--- src/sparse_ctrl_defs.svh ---
`ifndef SPARSE_CTRL_DEFS_SVH
`define SPARSE_CTRL_DEFS_SVH

// --------------------------------------------------------------------
// row geometry
// --------------------------------------------------------------------
`define SC_N_ARRAYS       3
`define SC_PES_PER_ARRAY  4

// event word fields
`define SC_ACT_W          8
`define SC_COL_W          8
`define SC_WORD_W         24
// activation sits in bits 7..0
`define SC_ACT_MSB        7
// toggled column in bits 15..8
`define SC_COL_MSB        15
`define SC_LAST_COL_BIT   16
// bits 23..17 reserved

// weight line buffer, 64 deep
`define SC_WADDR_W        6
// up to 16 kernel steps
`define SC_STEP_W         4

`endif

--- src/sparse_ctrl_pkg.sv ---
`default_nettype none

`include "sparse_ctrl_defs.svh"

package sparse_ctrl_pkg;

    // raw event word from the sparse source
    typedef logic [`SC_WORD_W-1:0] event_word_t;
    // one activation per PE lane
    typedef logic [`SC_ACT_W*`SC_PES_PER_ARRAY-1:0] act_vec_t;
    typedef logic [`SC_COL_W-1:0] column_t;
    typedef logic [`SC_WADDR_W-1:0] weight_addr_t;
    typedef logic [`SC_STEP_W-1:0] step_t;

    // accumulator clear sequence
    typedef enum logic [1:0] {
        WAIT_LAST_COLUMN,
        IN_LAST_COLUMN,
        DRAIN_UPDATE
    } acc_reset_state_t;

endpackage

`default_nettype wire

--- src/sparse_event_decoder.sv ---
`timescale 1ns/100ps
`default_nettype none

`include "sparse_ctrl_defs.svh"

module sparse_event_decoder import sparse_ctrl_pkg::*; (
    input  wire logic         clk,
    input  wire logic         resetn,
    input  wire event_word_t  i_event_word,
    input  wire logic         i_event_valid,
    input  wire weight_addr_t i_weight_base,
    input  wire logic         i_ready,
    output logic              o_dec_valid,
    output column_t           o_dec_column,
    output logic              o_dec_last_column,
    output act_vec_t          o_dec_activations,
    output weight_addr_t      o_dec_weight_base
);

    // --------------------------------------------------------------------
    // control fields and weight base
    // --------------------------------------------------------------------
    always_ff @(posedge clk) begin
        if (!resetn) begin
            o_dec_valid       <= 1'b0;
            o_dec_column      <= '0;
            o_dec_last_column <= 1'b0;
            o_dec_weight_base <= '0;
        end else begin
            // strobe only counts while the source is allowed to send
            o_dec_valid <= i_event_valid && i_ready;
            // fields held while busy, base must stay put for all steps
            if (i_ready) begin
                o_dec_column      <= i_event_word[`SC_COL_MSB -: `SC_COL_W];
                o_dec_last_column <= i_event_word[`SC_LAST_COL_BIT];
                o_dec_weight_base <= i_weight_base;
            end
        end
    end

    // activation broadcast to every PE lane of an array
    always_ff @(posedge clk) begin
        if (i_ready) begin
            o_dec_activations <= {`SC_PES_PER_ARRAY{i_event_word[`SC_ACT_MSB -: `SC_ACT_W]}};
        end
    end

endmodule

`default_nettype wire

--- src/kernel_step_sequencer.sv ---
`timescale 1ns/100ps
`default_nettype none

`include "sparse_ctrl_defs.svh"

module kernel_step_sequencer import sparse_ctrl_pkg::*; (
    input  wire logic         clk,
    input  wire logic         resetn,
    input  wire logic         i_event_valid,
    input  wire step_t        i_kernel_steps_minus_1,
    input  wire weight_addr_t i_dec_weight_base,
    output logic              o_ready,
    output step_t             o_step_count,
    output weight_addr_t      o_weight_addr
);

    logic  accept;
    step_t step_d;

    assign accept = i_event_valid && o_ready;

    // --------------------------------------------------------------------
    // step counter and ready
    // --------------------------------------------------------------------
    always_ff @(posedge clk) begin
        if (!resetn) begin
            o_step_count <= '0;
            o_ready      <= 1'b1;
        end else if (accept || o_step_count != '0) begin
            if (o_step_count == i_kernel_steps_minus_1) begin
                // wrap lets the next event in
                o_step_count <= '0;
                o_ready      <= 1'b1;
            end else begin
                o_step_count <= o_step_count + step_t'(1);
                o_ready      <= 1'b0;
            end
        end
    end

    // step lags one cycle to line up with the registered base
    always_ff @(posedge clk) begin
        if (!resetn) begin
            step_d        <= '0;
            o_weight_addr <= '0;
        end else begin
            step_d        <= o_step_count;
            // wraps modulo line buffer depth
            o_weight_addr <= i_dec_weight_base + {{(`SC_WADDR_W-`SC_STEP_W){1'b0}}, step_d};
        end
    end

endmodule

`default_nettype wire

--- src/accumulate_shift_control.sv ---
`timescale 1ns/100ps
`default_nettype none

`include "sparse_ctrl_defs.svh"

module accumulate_shift_control import sparse_ctrl_pkg::*; (
    input  wire logic    clk,
    input  wire logic    resetn,
    input  wire logic    i_dec_valid,
    input  wire column_t i_dec_column,
    input  wire logic    i_dec_last_column,
    input  wire step_t   i_kernel_steps_minus_1,
    output logic         o_shift_partial_result,
    output step_t        o_shift_steps_count,
    output logic         o_shift_finished,
    output logic         o_reset_accumulator,
    output logic         o_update_reg_file
);

    acc_reset_state_t state;
    column_t          prev_column;
    step_t            out_cnt;
    logic             cnt_active;
    logic             cnt_done;
    logic             shift_trigger;

    // new column, or first regular event after the last column
    assign shift_trigger = i_dec_valid &&
                           ((i_dec_column != prev_column) ||
                            (state == IN_LAST_COLUMN && !i_dec_last_column));
    // final output step of the running shift
    assign cnt_done = cnt_active && (out_cnt == i_kernel_steps_minus_1);

    assign o_shift_steps_count = out_cnt;

    // column of the last seen event
    always_ff @(posedge clk) begin
        if (!resetn) begin
            prev_column <= '0;
        end else if (i_dec_valid) begin
            prev_column <= i_dec_column;
        end
    end

    // --------------------------------------------------------------------
    // output steps counter, shift and finished
    // --------------------------------------------------------------------
    always_ff @(posedge clk) begin
        if (!resetn) begin
            out_cnt                <= '0;
            cnt_active             <= 1'b0;
            o_shift_partial_result <= 1'b0;
            o_shift_finished       <= 1'b0;
        end else begin
            // one cycle pulse after the last count
            o_shift_finished <= cnt_done;
            if (cnt_done) begin
                out_cnt                <= '0;
                cnt_active             <= 1'b0;
                o_shift_partial_result <= 1'b0;
            end else if (cnt_active) begin
                out_cnt <= out_cnt + step_t'(1);
            end
            // trigger wins over the wrap of the previous count
            if (shift_trigger) begin
                out_cnt                <= '0;
                cnt_active             <= 1'b1;
                o_shift_partial_result <= 1'b1;
            end
        end
    end

    // --------------------------------------------------------------------
    // accumulator clear FSM
    // --------------------------------------------------------------------
    always_ff @(posedge clk) begin
        if (!resetn) begin
            state               <= WAIT_LAST_COLUMN;
            o_reset_accumulator <= 1'b0;
            o_update_reg_file   <= 1'b0;
        end else begin
            o_update_reg_file <= 1'b0;
            case (state)
                WAIT_LAST_COLUMN: begin
                    if (i_dec_valid && i_dec_last_column) begin
                        state <= IN_LAST_COLUMN;
                    end
                end
                IN_LAST_COLUMN: begin
                    // row finished, clear while its outputs drain
                    if (i_dec_valid && !i_dec_last_column) begin
                        o_reset_accumulator <= 1'b1;
                        state               <= DRAIN_UPDATE;
                    end
                end
                DRAIN_UPDATE: begin
                    // all output steps of the last column are out
                    if (cnt_done) begin
                        o_reset_accumulator <= 1'b0;
                        o_update_reg_file   <= 1'b1;
                        // a last-column event on the final count is kept
                        if (i_dec_valid && i_dec_last_column) begin
                            state <= IN_LAST_COLUMN;
                        end else begin
                            state <= WAIT_LAST_COLUMN;
                        end
                    end
                end
                default: begin
                    state <= WAIT_LAST_COLUMN;
                end
            endcase
        end
    end

endmodule

`default_nettype wire

--- src/systolic_distributor.sv ---
`timescale 1ns/100ps
`default_nettype none

`include "sparse_ctrl_defs.svh"

module systolic_distributor import sparse_ctrl_pkg::*; (
    input  wire logic         clk,
    input  wire logic         resetn,
    input  wire logic         i_dec_valid,
    input  wire act_vec_t     i_dec_activations,
    input  wire weight_addr_t i_weight_addr,
    input  wire step_t        i_step_count,
    input  wire logic         i_shift_partial_result,
    input  wire logic         i_reset_accumulator,
    input  wire step_t        i_shift_steps_count,
    input  wire logic         i_update_reg_file,
    input  wire logic         i_shift_finished,
    output act_vec_t          o_activations          [`SC_N_ARRAYS],
    output logic              o_valid                [`SC_N_ARRAYS],
    output weight_addr_t      o_weight_address       [`SC_N_ARRAYS],
    output step_t             o_kernel_step_index    [`SC_N_ARRAYS],
    output logic              o_shift_partial_result [`SC_N_ARRAYS],
    output logic              o_reset_accumulator    [`SC_N_ARRAYS],
    output step_t             o_shift_steps_count    [`SC_N_ARRAYS],
    output logic              o_update_reg_file      [`SC_N_ARRAYS],
    output logic              o_shift_finished
);

    // decoded data is one cycle ahead of the weight address
    localparam int VALID_ALIGN = 1;
    // raw step count leads the address by two cycles
    localparam int STEP_ALIGN  = 2;

    logic     valid_align [VALID_ALIGN];
    act_vec_t act_align   [VALID_ALIGN];
    step_t    step_align  [STEP_ALIGN];

    // --------------------------------------------------------------------
    // alignment delay lines
    // --------------------------------------------------------------------
    always_ff @(posedge clk) begin
        if (!resetn) begin
            valid_align <= '{default: 1'b0};
            step_align  <= '{default: '0};
        end else begin
            valid_align[0] <= i_dec_valid;
            step_align[0]  <= i_step_count;
            for (int i = 1; i < VALID_ALIGN; i++) begin
                valid_align[i] <= valid_align[i-1];
            end
            for (int i = 1; i < STEP_ALIGN; i++) begin
                step_align[i] <= step_align[i-1];
            end
        end
    end

    // activation path, line and chain together
    always_ff @(posedge clk) begin
        act_align[0] <= i_dec_activations;
        for (int i = 1; i < VALID_ALIGN; i++) begin
            act_align[i] <= act_align[i-1];
        end
        o_activations[0] <= act_align[VALID_ALIGN-1];
        for (int i = 1; i < `SC_N_ARRAYS; i++) begin
            o_activations[i] <= o_activations[i-1];
        end
    end

    // --------------------------------------------------------------------
    // systolic chain, one stage per PE array
    // --------------------------------------------------------------------
    always_ff @(posedge clk) begin
        if (!resetn) begin
            o_valid                <= '{default: 1'b0};
            o_weight_address       <= '{default: '0};
            o_kernel_step_index    <= '{default: '0};
            o_shift_partial_result <= '{default: 1'b0};
            o_reset_accumulator    <= '{default: 1'b0};
            o_shift_steps_count    <= '{default: '0};
            o_update_reg_file      <= '{default: 1'b0};
            o_shift_finished       <= 1'b0;
        end else begin
            // array 0 entry
            o_valid[0]                <= valid_align[VALID_ALIGN-1];
            o_weight_address[0]       <= i_weight_addr;
            o_kernel_step_index[0]    <= step_align[STEP_ALIGN-1];
            o_shift_partial_result[0] <= i_shift_partial_result;
            o_reset_accumulator[0]    <= i_reset_accumulator;
            o_shift_steps_count[0]    <= i_shift_steps_count;
            o_update_reg_file[0]      <= i_update_reg_file;
            // same timing as array 0
            o_shift_finished          <= i_shift_finished;
            for (int i = 1; i < `SC_N_ARRAYS; i++) begin
                o_valid[i]                <= o_valid[i-1];
                o_weight_address[i]       <= o_weight_address[i-1];
                o_kernel_step_index[i]    <= o_kernel_step_index[i-1];
                o_shift_partial_result[i] <= o_shift_partial_result[i-1];
                o_reset_accumulator[i]    <= o_reset_accumulator[i-1];
                o_shift_steps_count[i]    <= o_shift_steps_count[i-1];
                o_update_reg_file[i]      <= o_update_reg_file[i-1];
            end
        end
    end

endmodule

`default_nettype wire

--- src/sparse_conv_control_top.sv ---
`timescale 1ns/100ps
`default_nettype none

`include "sparse_ctrl_defs.svh"

module sparse_conv_control_top import sparse_ctrl_pkg::*; (
    input  wire logic         clk,
    input  wire logic         resetn,
    input  wire event_word_t  i_event_word,
    input  wire logic         i_event_valid,
    input  wire weight_addr_t i_weight_base,
    input  wire step_t        i_kernel_steps_minus_1,
    output logic              o_ready,
    output act_vec_t          o_activations          [`SC_N_ARRAYS],
    output logic              o_valid                [`SC_N_ARRAYS],
    output weight_addr_t      o_weight_address       [`SC_N_ARRAYS],
    output step_t             o_kernel_step_index    [`SC_N_ARRAYS],
    output logic              o_shift_partial_result [`SC_N_ARRAYS],
    output logic              o_reset_accumulator    [`SC_N_ARRAYS],
    output step_t             o_shift_steps_count    [`SC_N_ARRAYS],
    output logic              o_update_reg_file      [`SC_N_ARRAYS],
    output logic              o_shift_finished
);

    // decoded event
    logic         dec_valid;
    column_t      dec_column;
    logic         dec_last_column;
    act_vec_t     dec_activations;
    weight_addr_t dec_weight_base;
    // step sequencing
    step_t        step_count;
    weight_addr_t weight_addr;
    // accumulator control
    logic         shift_partial_result;
    step_t        shift_steps_count;
    logic         shift_finished;
    logic         reset_accumulator;
    logic         update_reg_file;

    sparse_event_decoder decoder_i (
        .clk               (clk),
        .resetn            (resetn),
        .i_event_word      (i_event_word),
        .i_event_valid     (i_event_valid),
        .i_weight_base     (i_weight_base),
        .i_ready           (o_ready),
        .o_dec_valid       (dec_valid),
        .o_dec_column      (dec_column),
        .o_dec_last_column (dec_last_column),
        .o_dec_activations (dec_activations),
        .o_dec_weight_base (dec_weight_base)
    );

    kernel_step_sequencer sequencer_i (
        .clk                    (clk),
        .resetn                 (resetn),
        .i_event_valid          (i_event_valid),
        .i_kernel_steps_minus_1 (i_kernel_steps_minus_1),
        .i_dec_weight_base      (dec_weight_base),
        .o_ready                (o_ready),
        .o_step_count           (step_count),
        .o_weight_addr          (weight_addr)
    );

    accumulate_shift_control shift_ctrl_i (
        .clk                    (clk),
        .resetn                 (resetn),
        .i_dec_valid            (dec_valid),
        .i_dec_column           (dec_column),
        .i_dec_last_column      (dec_last_column),
        .i_kernel_steps_minus_1 (i_kernel_steps_minus_1),
        .o_shift_partial_result (shift_partial_result),
        .o_shift_steps_count    (shift_steps_count),
        .o_shift_finished       (shift_finished),
        .o_reset_accumulator    (reset_accumulator),
        .o_update_reg_file      (update_reg_file)
    );

    systolic_distributor distributor_i (
        .clk                    (clk),
        .resetn                 (resetn),
        .i_dec_valid            (dec_valid),
        .i_dec_activations      (dec_activations),
        .i_weight_addr          (weight_addr),
        .i_step_count           (step_count),
        .i_shift_partial_result (shift_partial_result),
        .i_reset_accumulator    (reset_accumulator),
        .i_shift_steps_count    (shift_steps_count),
        .i_update_reg_file      (update_reg_file),
        .i_shift_finished       (shift_finished),
        .o_activations          (o_activations),
        .o_valid                (o_valid),
        .o_weight_address       (o_weight_address),
        .o_kernel_step_index    (o_kernel_step_index),
        .o_shift_partial_result (o_shift_partial_result),
        .o_reset_accumulator    (o_reset_accumulator),
        .o_shift_steps_count    (o_shift_steps_count),
        .o_update_reg_file      (o_update_reg_file),
        .o_shift_finished       (o_shift_finished)
    );

endmodule

`default_nettype wire

--- config.mk ---
export PLATFORM = sky130hd
export DESIGN_NAME = sparse_conv_control_top
export DESIGN_NICKNAME = d
export VERILOG_FILES = /design/src/sparse_ctrl_pkg.sv /design/src/sparse_event_decoder.sv /design/src/kernel_step_sequencer.sv /design/src/accumulate_shift_control.sv /design/src/systolic_distributor.sv /design/src/sparse_conv_control_top.sv
export VERILOG_INCLUDE_DIRS = /design/src
export SDC_FILE = /design/constraint.sdc
export NUM_CORES = 1
export LEC_CHECK = 0
export BUFFER_PORTS_ARGS = -buffer_cell sky130_fd_sc_hd__buf_2
export CAP_MARGIN = 30
export CORE_ASPECT_RATIO = 0.7
export CORE_MARGIN = 2
export CORE_UTILIZATION = 40
export DETAILED_ROUTE_END_ITERATION = 10
export PLACE_DENSITY = 0.64
export SKIP_LAST_GASP = 1
export SLEW_MARGIN = 20
export SYNTH_ARGS = -nofsm -noshare
export SYNTH_HDL_FRONTEND = slang
export SYNTH_SLANG_ARGS = --single-unit
--- constraint.sdc ---
create_clock -name clk -period 2.3 [get_ports clk]
set_input_delay 0.345 -clock clk [delete_from_list [all_inputs] [get_ports clk]]
set_output_delay 0.345 -clock clk [all_outputs]
set_load 0.005 [all_outputs]
# After elaboration in Yosys (flattened, before gate mapping)
# Memories as Yosys holds them, arrays and structs flattened. A register that Yosys moved wholly into a read port is not among the register bits.
# Cells that the tools add are included.
# totals
out_inout_bits	152
regBits	205
in_bits	37
wordCells	84
ramBits	32
n_memories	1
# mem_list
memory	words	width	read_ports	rd_clocked_by_memory_dff	write_ports	line_no	rtl
distributor_i.act_align	1	32	1	1	1	systolic_distributor.sv:35	act_vec_t act_align [VALID_ALIGN];
# op_classes
muxes	12
reduce_logical	17
addsub	3
bitwise_logic	1
eq_ne	8
# op_table
operator	n
4-bit by 1-bit adder with 4-bit output, second input constant	2
4-bit == test	2
8-bit != test	1
6-bit by 4-bit adder with 6-bit output	1
1-bit logical AND	6
1-bit two-way mux	6
2-bit two-way mux	3
2-bit one-hot mux with 3 select lines	1
3-bit AND reduction	2
4-bit two-way mux	1
2-bit by 1-bit != test with 1-bit output, second input constant	2
2-bit nonzero test	2
4-bit nonzero test	1
3-bit OR reduction	1
2-bit by 1-bit == test with 1-bit output, second input constant	1
2-bit == test, second input constant	1
2-bit zero test	1
1-bit logical OR	2
2-bit != test, second input constant	1
1-bit one-hot mux with 2 select lines	1
2-bit AND reduction	1
1-bit zero test	1
1-bit NOT	1

# Depth between registers and ports, before layout
# depth
ltp_word	5
mapped_depth	6
ltp_nobuf	6

# Modules after synthesis
# Synthesis repeated with hierarchy kept, for this count alone.
# hier_totals
cells_unflattened	500
area_unflattened_um2	6944.2
# modules_own_cells
module	cells_per_inst	seq_area_each_um2	instances	area_per_inst_um2
systolic_distributor	262	3843.7	1	4354.2
sparse_event_decoder	82	560.5	1	1027.2
accumulate_shift_control	84	360.3	1	824.5
kernel_step_sequencer	72	300.3	1	738.2

# Worst setup path after synthesis
# Ideal clock, no wire load.
# synth_path
path_type	reg-to-reg
start	register decoder_i.o_dec_weight_base[0]
end	register sequencer_i.o_weight_addr[4]
path_buffers	0
setup_time_ns	0.128
t_arrival_ns	1.395
path_stages_with_launch	7
period_less_slack_ns	1.523
setup_slack_ns	0.777
required_ns	2.172
cell_sequence	dfxtp_1 -> ha_1 -> fa_1 -> a21o_1 -> a21oi_1 -> xor2_1 -> nor2_1
# synth_via
elab_chain_cells	1
# synth_lines
element	line_no	rtl
from (decl)	sparse_event_decoder.sv:17	output weight_addr_t o_dec_weight_base
from (signal assigned)	sparse_event_decoder.sv:36	o_dec_weight_base <= i_weight_base;
6-bit by 4-bit adder with 6-bit output	kernel_step_sequencer.sv:49	o_weight_addr <= i_dec_weight_base + {{(`SC_WADDR_W-`SC_STEP_W){1'b0}}, step_d};
to (signal assigned)	kernel_step_sequencer.sv:49	
to (decl)	kernel_step_sequencer.sv:14	output weight_addr_t o_weight_addr
# No other way between the ends.
# A chain may end at the register's enable or synchronous reset.

# Worst setup path after layout
# layout_path
start	register sequencer_i.o_ready
end	output o_ready
# layout_lines
element	line_no	rtl
from (decl)	kernel_step_sequencer.sv:12	output logic o_ready,
from (signal assigned)	kernel_step_sequencer.sv:28	o_ready <= 1'b1;
from (signal assigned)	kernel_step_sequencer.sv:33	o_ready <= 1'b1;
from (signal assigned)	kernel_step_sequencer.sv:36	o_ready <= 1'b0;
to (decl)	sparse_conv_control_top.sv:13	output logic o_ready,
# No word-level cell between the ends.

==> summary.md <==
| Metric | Value |
|---|---|
| RSZ-0062 raised after global routing | false |
| Yosys reg bits | 149 |
| Die Span X | 139 µm |
| Initial antenna violation count | 0 |
| # DRC | 0 |
| Setup violations, final | 0 |
| Htree depth | 4 |
| CTS tree | built |
| Clock network power share | 39.5% |
| Crit path launch | sequencer_i.o_ready |
| Top cell type's share of synthesized area | 55.6% |
| Buffers & Inverters on Critical Path | 2 |
| Finished Cell Area | 6250 µm² |
| DP Worst Slack | 0.642 ns |
| Antenna viol nets, final | 0 |
| Setup CP Type | flop to output port |
| Critical path, cell by cell | buf_4 > buf_2 |
| Worst Setup End Kind | output port |
| Avg WL per Cell | 12.2 µm |
| DRT iter0 DRCs | just over 70 |
| Worst hold path class | primary input to flop |
| Share of layout cells above drive strength 1 | 39.1% |
| Deepest clock path buffer count | 2 |
| P_sw | 1.92 mW |
| Post-route minimum period | 1.87 ns |
| Nets | roughly 600 |
| Filler Cell Count | 1,149 |
| Detailed-route via count | ~3,100 |
| Postcts setup bufs | 0 |
| Final clock skew | 0.0102 ns |
| Fin crit share | 81.3% |
| Hold buffers post-CTS | 0 |
| Clock-pin slew on the worst setup and hold paths | 0.06 ns |
| Worst setup margin | approximately 0.43 ns |
| Post-synth ARST share | 0% |
| First-pass GRT wire length | 14,400 µm |
| Delay-heaviest family, CP | flip-flops |
| Vias in the first global route | just under 3,000 |
| Distinct cells, synth | 40 |
| Sequential share of power | 44.9% |
| Switching Fraction | 26.4% |
| Mean Syn Cell Area | 11.5 µm² |
| CP startpoint kind | flop |
| Slowest Stage Delay on Critical Path | about 0.56 ns |
| Post-synth EDFFs | 8 |
| Worst-Skew Late Latency | 0.41 ns |
| Root buf cell | clkbuf_16 |
| DRT Wirelength | 8920 µm |
| Yosys Warn Count | 0 |
| Clock sink total | 149 |
| R2r startpoint | decoder_i.o_dec_column[1] |
| Synth area leader | dfxtp_1 |
| Input/output buffers | 181 |
| Initial Utilization | between 40 and 50% |
| Gate Count Post-Synth | 440 |
| CP max FO | 19 |
| Max-cap violation count | 0 |
| Die Ht | 98.3 µm |
| Detailed placement HPWL | between 6000 and 7000 µm |
| Flop2flop setup slack | 0.67 ns |
| Post-synthesis sequential area ratio | 60.3% |
| TNS Setup | 0 ns |
| Post-synthesis to final-layout area growth | 23.1% |
| Leakage Power | 3.06 nW |
| Area contributors post-synth | dfxtp_1 (56%), buf_4 (11%), and2_1 (7.9%), edfxtp_1 (4.7%), mux2i_1 (4.5%) |
| Largest net degree at the start of global routing | 45 |
| Internal | 5.36 mW |
| Hold path start | i_event_word[3] |
| Area after DPL | ~5600 µm² |
| Post-Route Utilization | 50.3% |
| Ant diodes | 0 |
| Peak Freq | 534 MHz |
| WHS | between 0.1 and 0.15 ns |
| Req. time, crit path | 1.96 ns |
| Total CTS buffers | 17 |
| Core box area | between 10,000 and 15,000 µm² |
| RePlAce Congestion | 0.766 |
| Netlist Area Pre-Place | 5080 µm² |
| PwrDens | around 1200 nW/µm² |
| Slew Limit Fails | 0 |
| Syn nets | 485 |
| GRT Total Usage | 13.4% |
| Max-slew headroom | 42.1% |
| # IOs | 189 |
| Post-cts sizing count | 0 |
| Peak VDD IR | 0.585 mV |
| 1st-pass router iterations | 4 |
| Most used DFF post-synth | dfxtp_1 |
| Outcome | completed |
| Arr. time, crit path | 1.53 ns |
| Logic pwr share | roughly 16% |
| Vias per cell | 4.25 |
| Final hold viol count | 0 |
| Critical-path top delay cell | dfxtp_1 |
| Core Rows | 34 |
| Die area | 13,600 µm² |
| Grt ovf | 0 |
| Worst Max-Slew Pin Slew | 0.860 ns |
==> logic make-up (layout without fill, tap and decap cells) <==
family                   count (synthesis)  in the layout  synth area share [%]
AO/OA/AOI/OAI                           22             22                  2.96
XOR/XNOR                                23             23                  3.97
flip-flops                             149            149                  60.3
adder cells (fa/ha/maj)                  8              8                  2.12
AND/OR/NAND/NOR                        124            124                  14.0
multiplexers                            23             23                  4.53
buffers and inverters                   91            222                  12.1
==> placed cells by master (no fill, tap or decap), types with 2 or more instances in the layout <==
| cell | Yosys | layout |
|---|---|---|
| a21boi_0 | 2 | 2 |
| inv_6 | 0 | 5 |
| nand4_1 | 2 | 2 |
| o31a_1 | 2 | 2 |
| nand3_1 | 3 | 3 |
| a211oi_1 | 3 | 3 |
| and2_1 | 64 | 64 |
| o21ai_0 | 3 | 3 |
| nor2_1 | 33 | 33 |
| inv_1 | 4 | 4 |
| buf_2 | 2 | 181 |
| clkinv_4 | 0 | 2 |
| a21oi_1 | 6 | 6 |
| nor2b_1 | 2 | 2 |
| mux2i_1 | 23 | 23 |
| bufinv_16 | 0 | 3 |
| clkbuf_16 | 0 | 17 |
| nand2b_1 | 2 | 2 |
| xnor2_1 | 6 | 6 |
| a21o_1 | 2 | 2 |
| nand2_1 | 3 | 3 |
| and2_2 | 2 | 2 |
| nor4_1 | 4 | 4 |
| inv_8 | 0 | 2 |
| xor2_1 | 17 | 17 |
| edfxtp_1 | 8 | 8 |
| buf_4 | 72 | 5 |
| dfxtp_1 | 141 | 141 |
| ha_1 | 7 | 7 |
==> per-layer routing <==
metal / GRT usage, % / up-vias / share of wire (%)
li1: - / 1595 / -
met1: 16.6 / 1433 / 46
met2: 20.8 / 73 / 47
met3: 5.05 / 12 / 5.6
met4: 6.14 / 0 / 1.6
met5: 0 / - / 0
==> power by group through the flow <==
stage	clock network [mW]	registers, mW	logic (mW)
6_report	2.88	3.27	1.13
5_1_grt	3.07	3.33	1.25
4_1_cts	2.97	3.27	1.16
3_5_place_dp	0	3.33	1.15
3_3_place_gp	0	3.31	1.13
2_1_floorplan	0	3.28	0.999
==> worst reg2reg max path, stage by stage (launching register included) <==
cell and delay (ns):
dfxtp_1 0.41, xor2_1 0.17, nor4_1 0.07, a21boi_0 0.69
o31a_1 0.24
==> per-stage QoR <==
step / std cells / power (mW)
global route: 733 / 7.65
finish: 733 / 7.28
detailed placement: 701 / 4.48
CTS: 733 / 7.40
floorplan: 440 / 4.28
global placement: 701 / 4.43
==> sequential cells by signal, summed over array words and instances (netlist names), 4 cells and up <==
| name | flops |
|---|---|
| shift_ctrl_i.o_shift_steps_count | 4 |
| decoder_i.o_dec_activations | 8 |
| shift_ctrl_i.prev_column | 8 |
| decoder_i.o_dec_column | 8 |
| distributor_i.act_align | 8 |
| distributor_i.o_shift_steps_count | 12 |
| distributor_i.o_weight_address | 18 |
| sequencer_i.o_weight_addr | 6 |
| distributor_i.o_kernel_step_index | 12 |
| distributor_i.o_activations | 24 |
| decoder_i.o_dec_weight_base | 6 |
| sequencer_i.o_step_count | 4 |
| distributor_i.step_align | 8 |
==> final timing paths <==
kind	cells past startpoint	end
worst max register to register	4	shift_ctrl_i.cnt_active
worst max-delay path	2	o_ready
worst min-delay path	1	decoder_i.o_dec_activations[27]
worst min register to register	0	distributor_i.o_activations[87]
==> cells in the mapped netlist (all sizes together), types with 3 or more instances <==
cell type,instances
a211oi,4
nor2,33
inv,4
dfxtp,141
a21oi,6
xor2,17
buf,75
mux2i,23
nand3,3
o21ai,3
xnor2,6
nor4,5
nand2,3
clkbuf,12
edfxtp,8
ha,7
and2,66
==> area by class of cell <==
cell class / instances / area (µm²) / area share [%]
clock buffers: 18 / 439 / 7.03
clock inverters: 14 / 186 / 2.98
inverters: 4 / 15.0 / 0.240
multi-input cells: 200 / 1400 / 22.4
flip-flops and latches: 149 / 3060 / 49.0
well taps: 162 / 203 / 3.24
repair buffers: 186 / 943 / 15.1
Note: power is estimated with default switching activity, not from simulation.
